File: src/source/cp0_pkg.sv
package cp0_pkg;

    // One CP0 operation per cycle, driven by the core
    typedef enum logic [1:0] {
        CP0_NOP  = 2'd0,  // No CP0 activity
        CP0_MTC0 = 2'd1,  // Write wr_data to register regnum
        CP0_ERET = 2'd2   // Return from exception
    } cp0_op_e;

    // Architectural register numbers
    localparam logic [4:0] REG_COUNT   = 5'd9;
    localparam logic [4:0] REG_COMPARE = 5'd11;
    localparam logic [4:0] REG_STATUS  = 5'd12;
    localparam logic [4:0] REG_CAUSE   = 5'd13;
    localparam logic [4:0] REG_EPC     = 5'd14;

    // Status register fields
    localparam int ST_IE       = 0;   // Global interrupt enable
    localparam int ST_EXL      = 1;   // Exception level
    localparam int ST_IM_TIMER = 15;  // Timer line inside the mask byte

    // Cause register fields
    localparam int CAUSE_IP_TIMER = 15;  // Timer interrupt pending

endpackage

File: src/source/cp0_regs.sv
`timescale 1ns/1ns

module cp0_regs
    import cp0_pkg::*;
#(
    parameter int ADDR_WIDTH = 64
) (
    input  logic                  clock,
    input  logic                  arst_n,
    input  cp0_op_e               op,
    input  logic [4:0]            regnum,
    input  logic [ADDR_WIDTH-1:0] wr_data,
    input  logic                  taken_interrupt,
    input  logic [ADDR_WIDTH-1:0] resume_pc,
    input  logic                  exl,
    input  logic [31:0]           cause_word,
    input  logic [ADDR_WIDTH-1:0] count,
    output logic [ADDR_WIDTH-1:0] rd_data,
    output logic                  status_ie,
    output logic                  status_im_timer,
    output logic [ADDR_WIDTH-1:0] compare,
    output logic                  compare_write,
    output logic [ADDR_WIDTH-3:0] epc_word
);

    localparam int IM_LSB = 8;  // Interrupt mask occupies status[15:8]

    logic [7:0] status_im;
    logic       mtc0;
    logic       status_write;
    logic       epc_write;

    // Write decode
    assign mtc0          = (op == CP0_MTC0);
    assign status_write  = mtc0 && (regnum == REG_STATUS);
    assign epc_write     = mtc0 && (regnum == REG_EPC);
    assign compare_write = mtc0 && (regnum == REG_COMPARE);

    assign status_im_timer = status_im[ST_IM_TIMER - IM_LSB];

    // Status keeps the mask byte and IE only
    always_ff @(posedge clock or negedge arst_n) begin
        if (!arst_n) begin
            status_im <= '0;
            status_ie <= 1'b0;
        end else if (status_write) begin
            status_im <= wr_data[IM_LSB +: 8];
            status_ie <= wr_data[ST_IE];
        end
    end

    // EPC holds a word address
    always_ff @(posedge clock or negedge arst_n) begin
        if (!arst_n) begin
            epc_word <= '0;
        end else if (taken_interrupt) begin
            epc_word <= resume_pc[ADDR_WIDTH-1:2];  // Instruction that did not retire
        end else if (epc_write) begin
            epc_word <= wr_data[ADDR_WIDTH-1:2];
        end
    end

    always_ff @(posedge clock or negedge arst_n) begin
        if (!arst_n) begin
            compare <= '0;
        end else if (compare_write) begin
            compare <= wr_data;
        end
    end

    // Read multiplexer, combinational on regnum
    always_comb begin
        rd_data = '0;
        case (regnum)
            REG_STATUS: begin
                rd_data[IM_LSB +: 8] = status_im;
                rd_data[ST_EXL]      = exl;
                rd_data[ST_IE]       = status_ie;
            end
            REG_CAUSE: begin
                rd_data[31:0] = cause_word;
            end
            REG_EPC: begin
                rd_data = {epc_word, 2'b00};
            end
            REG_COUNT: begin
                rd_data = count;
            end
            REG_COMPARE: begin
                rd_data = compare;
            end
            default: begin
                rd_data = '0;  // Unimplemented registers read as zero
            end
        endcase
    end

    // The opcode must always be one of the defined encodings
    a_op_legal : assert property (
        @(posedge clock) disable iff (!arst_n)
        !$isunknown(op) && (op inside {CP0_NOP, CP0_MTC0, CP0_ERET})
    ) else $error("illegal or unknown CP0 opcode %b", op);

endmodule

File: src/source/cp0_top.sv
`timescale 1ns/1ns

module cp0_top
    import cp0_pkg::*;
#(
    parameter int                    ADDR_WIDTH     = 64,
    parameter logic [ADDR_WIDTH-1:0] HANDLER_VECTOR = 'h180,
    parameter logic [ADDR_WIDTH-1:0] RESET_VECTOR   = '0
) (
    input  logic                  clock,
    input  logic                  arst_n,
    input  cp0_op_e               op,
    input  logic [4:0]            regnum,
    input  logic [ADDR_WIDTH-1:0] wr_data,
    input  logic                  step,
    output logic [ADDR_WIDTH-1:0] pc,
    output logic [ADDR_WIDTH-1:0] rd_data,
    output logic [ADDR_WIDTH-1:0] epc,
    output logic                  taken_interrupt
);

    logic                  status_ie;
    logic                  status_im_timer;
    logic [ADDR_WIDTH-1:0] compare;
    logic                  compare_write;
    logic [ADDR_WIDTH-3:0] epc_word;
    logic [ADDR_WIDTH-1:0] count;
    logic                  timer_pending;
    logic                  exl;
    logic [31:0]           cause_word;

    assign epc = {epc_word, 2'b00};  // Byte address view

    cycle_timer #(
        .ADDR_WIDTH(ADDR_WIDTH)
    ) u_cycle_timer (
        .clock         (clock),
        .arst_n        (arst_n),
        .compare       (compare),
        .compare_write (compare_write),
        .count         (count),
        .timer_pending (timer_pending)
    );

    irq_ctrl u_irq_ctrl (
        .clock           (clock),
        .arst_n          (arst_n),
        .op              (op),
        .timer_pending   (timer_pending),
        .status_ie       (status_ie),
        .status_im_timer (status_im_timer),
        .taken_interrupt (taken_interrupt),
        .exl             (exl),
        .cause_word      (cause_word)
    );

    cp0_regs #(
        .ADDR_WIDTH(ADDR_WIDTH)
    ) u_cp0_regs (
        .clock           (clock),
        .arst_n          (arst_n),
        .op              (op),
        .regnum          (regnum),
        .wr_data         (wr_data),
        .taken_interrupt (taken_interrupt),
        .resume_pc       (pc),
        .exl             (exl),
        .cause_word      (cause_word),
        .count           (count),
        .rd_data         (rd_data),
        .status_ie       (status_ie),
        .status_im_timer (status_im_timer),
        .compare         (compare),
        .compare_write   (compare_write),
        .epc_word        (epc_word)
    );

    pc_sequencer #(
        .ADDR_WIDTH     (ADDR_WIDTH),
        .HANDLER_VECTOR (HANDLER_VECTOR),
        .RESET_VECTOR   (RESET_VECTOR)
    ) u_pc_sequencer (
        .clock           (clock),
        .arst_n          (arst_n),
        .op              (op),
        .step            (step),
        .taken_interrupt (taken_interrupt),
        .epc_word        (epc_word),
        .pc              (pc)
    );

endmodule

File: src/source/cycle_timer.sv
`timescale 1ns/1ns

module cycle_timer #(
    parameter int ADDR_WIDTH = 64
) (
    input  logic                  clock,
    input  logic                  arst_n,
    input  logic [ADDR_WIDTH-1:0] compare,
    input  logic                  compare_write,
    output logic [ADDR_WIDTH-1:0] count,
    output logic                  timer_pending
);

    logic match;

    assign match = (count == compare);

    // Free-running cycle counter
    always_ff @(posedge clock or negedge arst_n) begin
        if (!arst_n) begin
            count <= '0;
        end else begin
            count <= count + 1'b1;
        end
    end

    // Sticky pending flag, cleared only by a new compare value
    always_ff @(posedge clock or negedge arst_n) begin
        if (!arst_n) begin
            timer_pending <= 1'b0;
        end else if (compare_write) begin
            timer_pending <= 1'b0;  // Write wins over a match on the same edge
        end else if (match) begin
            timer_pending <= 1'b1;
        end
    end

    // The flag rises only after a count match on an edge with no compare write
    a_pending_rise : assert property (
        @(posedge clock) disable iff (!arst_n)
        $rose(timer_pending) |-> $past(count == compare) && !$past(compare_write)
    ) else $error("timer_pending rose without a match or on a compare write edge");

endmodule

File: src/source/irq_ctrl.sv
`timescale 1ns/1ns

module irq_ctrl
    import cp0_pkg::*;
(
    input  logic        clock,
    input  logic        arst_n,
    input  cp0_op_e     op,
    input  logic        timer_pending,
    input  logic        status_ie,
    input  logic        status_im_timer,
    output logic        taken_interrupt,
    output logic        exl,
    output logic [31:0] cause_word
);

    // Take the timer line only when unmasked, enabled and not already in a handler
    assign taken_interrupt = timer_pending & status_im_timer & status_ie & ~exl;

    always_comb begin
        cause_word = '0;
        cause_word[CAUSE_IP_TIMER] = timer_pending;
    end

    // Exception level
    always_ff @(posedge clock or negedge arst_n) begin
        if (!arst_n) begin
            exl <= 1'b0;
        end else if (taken_interrupt) begin
            exl <= 1'b1;  // Entry beats a same-cycle ERET
        end else if (op == CP0_ERET) begin
            exl <= 1'b0;
        end
    end

    // EXL must block a second take straight after the first
    a_take_one_cycle : assert property (
        @(posedge clock) disable iff (!arst_n)
        taken_interrupt |=> !taken_interrupt
    ) else $error("taken_interrupt high on two consecutive cycles");

endmodule

File: src/source/pc_sequencer.sv
`timescale 1ns/1ns

module pc_sequencer
    import cp0_pkg::*;
#(
    parameter int                    ADDR_WIDTH     = 64,
    parameter logic [ADDR_WIDTH-1:0] HANDLER_VECTOR = 'h180,
    parameter logic [ADDR_WIDTH-1:0] RESET_VECTOR   = '0
) (
    input  logic                  clock,
    input  logic                  arst_n,
    input  cp0_op_e               op,
    input  logic                  step,
    input  logic                  taken_interrupt,
    input  logic [ADDR_WIDTH-3:0] epc_word,
    output logic [ADDR_WIDTH-1:0] pc
);

    logic [ADDR_WIDTH-1:0] pc_next;

    // Interrupt first, then ERET, then retirement
    always_comb begin
        if (taken_interrupt) begin
            pc_next = HANDLER_VECTOR;
        end else if (op == CP0_ERET) begin
            pc_next = {epc_word, 2'b00};
        end else if (step) begin
            pc_next = pc + ADDR_WIDTH'(4);
        end else begin
            pc_next = pc;  // Stall
        end
    end

    always_ff @(posedge clock or negedge arst_n) begin
        if (!arst_n) begin
            pc <= RESET_VECTOR;
        end else begin
            pc <= pc_next;
        end
    end

    // Vectors and EPC are all word aligned, so pc never leaves alignment
    a_pc_aligned : assert property (
        @(posedge clock) disable iff (!arst_n)
        pc[1:0] == 2'b00
    ) else $error("pc misaligned: %h", pc);

endmodule

File: config.mk
export PLATFORM = sky130hd
export DESIGN_NAME = cp0_top
export DESIGN_NICKNAME = d
export VERILOG_FILES = /design/src/source/cp0_pkg.sv /design/src/source/cp0_regs.sv /design/src/source/cp0_top.sv /design/src/source/cycle_timer.sv /design/src/source/irq_ctrl.sv /design/src/source/pc_sequencer.sv
export SDC_FILE = /design/constraint.sdc
export NUM_CORES = 1
export LEC_CHECK = 0
export BUFFER_PORTS_ARGS = -buffer_cell sky130_fd_sc_hd__clkbuf_2
export CORE_ASPECT_RATIO = 1.1
export CORE_UTILIZATION = 57
export CTS_BUF_LIST = sky130_fd_sc_hd__clkbuf_4 sky130_fd_sc_hd__clkbuf_8 sky130_fd_sc_hd__clkbuf_16
export CTS_CLUSTER_DIAMETER = 100
export DETAILED_ROUTE_END_ITERATION = 6
export GPL_TIMING_DRIVEN = 0
export PLACE_DENSITY = 0.82
export SETUP_SLACK_MARGIN = 0.02
export SYNTH_ARGS = -nofsm -noshare
export SYNTH_HDL_FRONTEND = slang
export SYNTH_SLANG_ARGS = --single-unit
File: constraint.sdc
create_clock -name clock -period 2.9 [get_ports clock]
set_clock_uncertainty 0.05 [all_clocks]
set_input_delay 0.29 -clock clock [delete_from_list [all_inputs] [get_ports clock]]
set_output_delay 0.29 -clock clock [all_outputs]
set_load 0.01 [all_outputs]
==> results.md <==
* Clk slew on worst S/H paths at ~0.06 ns
* Async SR Flop Fraction at 100%
* Final setup violation count at 0
* Worst hold endpoint: u_cp0_regs.compare[8]$_DFFE_PN0P_
* Clock Latency Late Sink at 0.56 ns
* Largest net degree at the start of global routing at 110
* CP peak stage delay at 0.64 ns
* Hold path cells at 2
* Fin area at 17,800 um^2
* CP endpoint kind: output pin
* Share of post-route cells with drive strength above 1 at 22.4%
* Peak supply drop at 0.575 mV
* Critical hold path startpoint: wr_data[8]
* Min Clock Period, post-route at roughly 2.9 ns
* Tot Pwr at 13.8 mW
* Fillcell total at 1,876
* Post-Layout Cell Count at 2,237
* Area growth syn-to-layout at 23.2%
* LEAKAGE at roughly 8.1 nW
* Worst-path fanout max at 17
* Nets at 1,984
* Worst R2R Start: u_pc_sequencer.pc[4]$_DFFE_PN0P_
* H-tree depth at 1
* Worst reg2reg endpoint: u_pc_sequencer.pc[63]$_DFFE_PN0P_
* Met3 GRT Util at between 7 and 8%
* Worst Slack Setup Final at 0.0128 ns
* Yosys cell types at 48
* Setup tns final at 0 ns
* Slowest stage cell, crit path: clkbuf_1
* Period utilization at 99.6%
* Final GP Congestion at 1.02
* Slew Viols, Final at 0
* Longest Clk Path Bufs at 3
* First-pass GRT wire length at 81,800 um
* CP Cell Sequence: nand4b_1 > clkbuf_1 > inv_2 > clkbuf_2
* Status: finished, violations left
* Clock root cell: clkbuf_16
* Critical Path Stages at 4
* Place WS at -0.416 ns
* Max Cap Viol at 0
* Mean post-synth cell area at 9.24 um^2
* Detailed placement HPWL at 40,800 um
* Global routing usage on met1 at 57.0%
* DR WL/cell at approximately 24 um
* Max Freq at 346 MHz
* I/O Buffers at 261
* Chip Height at 169 um
* Final ANT Viol Nets at 0
* Crit Path Class: flop to output pin
* Antenna violations before repair at 1
* Vias in the first global route at between 10,000 and 15,000
* Worst Path Arrival at around 2.6 ns
* Die area at 26,000 um^2
* Critical path required time at 2.56 ns
* Via/cell ratio at 6.39
* CP startpoint kind: flop
* CORE AREA at 24,600 um^2
* Post-layout util at slightly above 70%
* Initial core utilization at between 50% and 60%
* Post-synthesis sequential area ratio at a little under half
* Clock Sinks at roughly 260
* Max-slew headroom at 38.6%
* Met2 Resource Use GR at 65.1%
* CTS Buf Count at 28
* IO Pins at between 200 and 300
* DR vias at 14,300
* Reg2reg setup slack at 0.06 ns
* Final Hold Vio Count at 0
* Die W at between 150 and 200 um
* Gr ovfl total at 0
* Number of synthesized flops with an enable pin at 0
* Post-Syn Area at 14,400 um^2
* 1st-iter DRT viols at 1,972
* Top FF cell, synth: dfrtp_1
* CTS tree: done
* # placed instances at between 2,000 and 2,500
* First-pass iteration count of the detailed router at 7
* WL final at 54,700 um
* All-Layer GR Usage at approximately two fifths
* Syn Inst Count at 1,561
* Worst-margin pin slew at around 0.9 ns
* Register bit total from synthesis at 263
* Hold crit path type: input pin to flop
* DRC Markers at 4
* Largest delay contributor family on the critical path: buffers and inverters
* Crit path buf inv count at 3
* Failing checks: design-rule violations
* Post-place instance area at 16,200 um^2
* Worst Hold Slack at around 0.0053 ns
* Most Crowded Layer GR: met2
* Antenna Cells at 0
* RSZ-0062 raised after global routing: true
* R2R depth at 7
* Std-Cell Rows at 60
* Post-CTS setup buffers at 0
* Synthesis Warnings at 0
* P per Cell Area at just under 800 nW/um^2
-- cells in the final DEF, fill, tap and decap left out, drive strengths merged, types with 2 or more instances in the layout --
| cell type | instances |
|---|---|
| a211oi | 18 |
| nand4b | 2 |
| o22ai | 8 |
| and3 | 7 |
| or4 | 2 |
| nand4 | 48 |
| dfrtp | 263 |
| a22o | 54 |
| bufinv | 3 |
| mux2 | 73 |
| o21ai | 94 |
| conb | 4 |
| nand3b | 3 |
| ha | 2 |
| a221oi | 2 |
| a31oi | 63 |
| xor2 | 110 |
| nor2 | 122 |
| a21oi | 44 |
| mux2i | 19 |
| nor2b | 2 |
| inv | 15 |
| o31ai | 6 |
| dlygate4sd3 | 52 |
| nand3 | 49 |
| nor3 | 28 |
| and4 | 7 |
| or3 | 5 |
| or2 | 3 |
| buf | 26 |
| clkbuf | 390 |
| xnor2 | 75 |
| clkinv | 2 |
| and2 | 5 |
| nor4 | 35 |
| nand2 | 281 |
-- report_power, final --
part / switching, mW / internal, mW
logic: 2.19 / 1.58
clock network: 1.55 / 2.41
registers: 1.55 / 4.48
total: 5.30 / 8.46
-- final cells by class --
class / instances / area (um^2) / area share (%)
Buffer: 110 / 459 / 2.58
Clock buffer: 43 / 912 / 5.13
Clock inverter: 6 / 108 / 0.606
Inverter: 15 / 56.3 / 0.317
Multi-Input combinational cell: 1175 / 7370 / 41.5
Sequential cell: 263 / 6580 / 37.0
Tap cell: 310 / 388 / 2.18
Timing Repair Buffer: 315 / 1890 / 10.6
-- cell families (layout without fill, tap and decap cells) --
group | after synthesis | count (layout) | share of synthesized area, %
AND/OR/NAND/NOR | 602 | 602 | 19.8
AO/OA/AOI/OAI | 290 | 290 | 12.6
flip-flops | 263 | 263 | 45.6
XOR/XNOR | 185 | 185 | 11.2
buffers and inverters | 126 | 489 | 3.55
multiplexers | 92 | 92 | 7.02
adder cells (fa/ha/maj) | 2 | 2 | 0.173
other | 1 | 4 | 0.0260
-- how the worst max path moves through the flow --
| stage | startpoint | endpoint | slack [ns] |
|---|---|---|---|
| final | u_irq_ctrl.exl$_DFFE_PN0N_ | taken_interrupt | 0.01 |
| after global routing | u_pc_sequencer.pc[4]$_DFFE_PN0P_ | u_pc_sequencer.pc[63]$_DFFE_PN0P_ | 0.01 |
| after detailed placement | regnum[3] | rd_data[56] | -0.42 |
| after CTS | u_pc_sequencer.pc[4]$_DFFE_PN0P_ | u_pc_sequencer.pc[59]$_DFFE_PN0P_ | 0.02 |
| after global placement | arst_n | u_cycle_timer.count[13]$_DFF_PN0_ | -3.92 |
| after floorplan | u_pc_sequencer.pc[41]$_DFFE_PN0P_ | u_pc_sequencer.pc[48]$_DFFE_PN0P_ | 0.68 |
-- worst register-to-register path, cell delays in order, from the launching register on --
cell and delay, ns:
dfrtp_1 0.51, nand4_1 0.37, nor4_2 0.70, and4_1 0.29
clkbuf_1 0.33, nand4_1 0.18, xor2_1 0.18, a21oi_1 0.09
-- synth_stat cells (18+ instances only) --
| master | count | area share, % |
|---|---|---|
| a22o_1 | 54 | 3.3 |
| o21ai_0 | 93 | 3.2 |
| nor4_1 | 28 | 1.2 |
| a21oi_1 | 44 | 1.5 |
| xor2_1 | 110 | 6.7 |
| a31oi_1 | 63 | 2.7 |
| a211oi_1 | 18 | 0.94 |
| nand4_1 | 44 | 1.9 |
| clkbuf_1 | 79 | 2.1 |
| mux2i_1 | 19 | 1.3 |
| nand3_1 | 47 | 1.6 |
| dfrtp_1 | 263 | 46 |
| nand2_1 | 281 | 7.3 |
| xnor2_1 | 75 | 4.6 |
| nor3_1 | 28 | 0.97 |
| nor2_1 | 122 | 3.2 |
| mux2_2 | 73 | 5.7 |
-- state kept, by name, summed over array words and instances (netlist names) --
name,count
u_cp0_regs.compare,64
u_cp0_regs.epc_word,62
u_cp0_regs.status_ie,1
u_cp0_regs.status_im,8
u_cycle_timer.count,64
u_cycle_timer.timer_pending,1
u_irq_ctrl.exl,1
u_pc_sequencer.pc,62
-- timing repair --
item | in CTS | in global routing
hold endpoints to repair | 147 | 0
gates cloned | 0 | 0
setup endpoints to repair | 33 | 18
gates resized for setup | 6 | 7
hold buffers | 52 | 0
pin swaps | 0 | 0
-- metal layers --
metal | part of all wire, % | wire, um
met1 | 38 | 20800
met2 | 45 | 24700
met3 | 11 | 6070
met4 | 5.6 | 3050
met5 | 0 | 0
(Power assumes the default switching activity.)
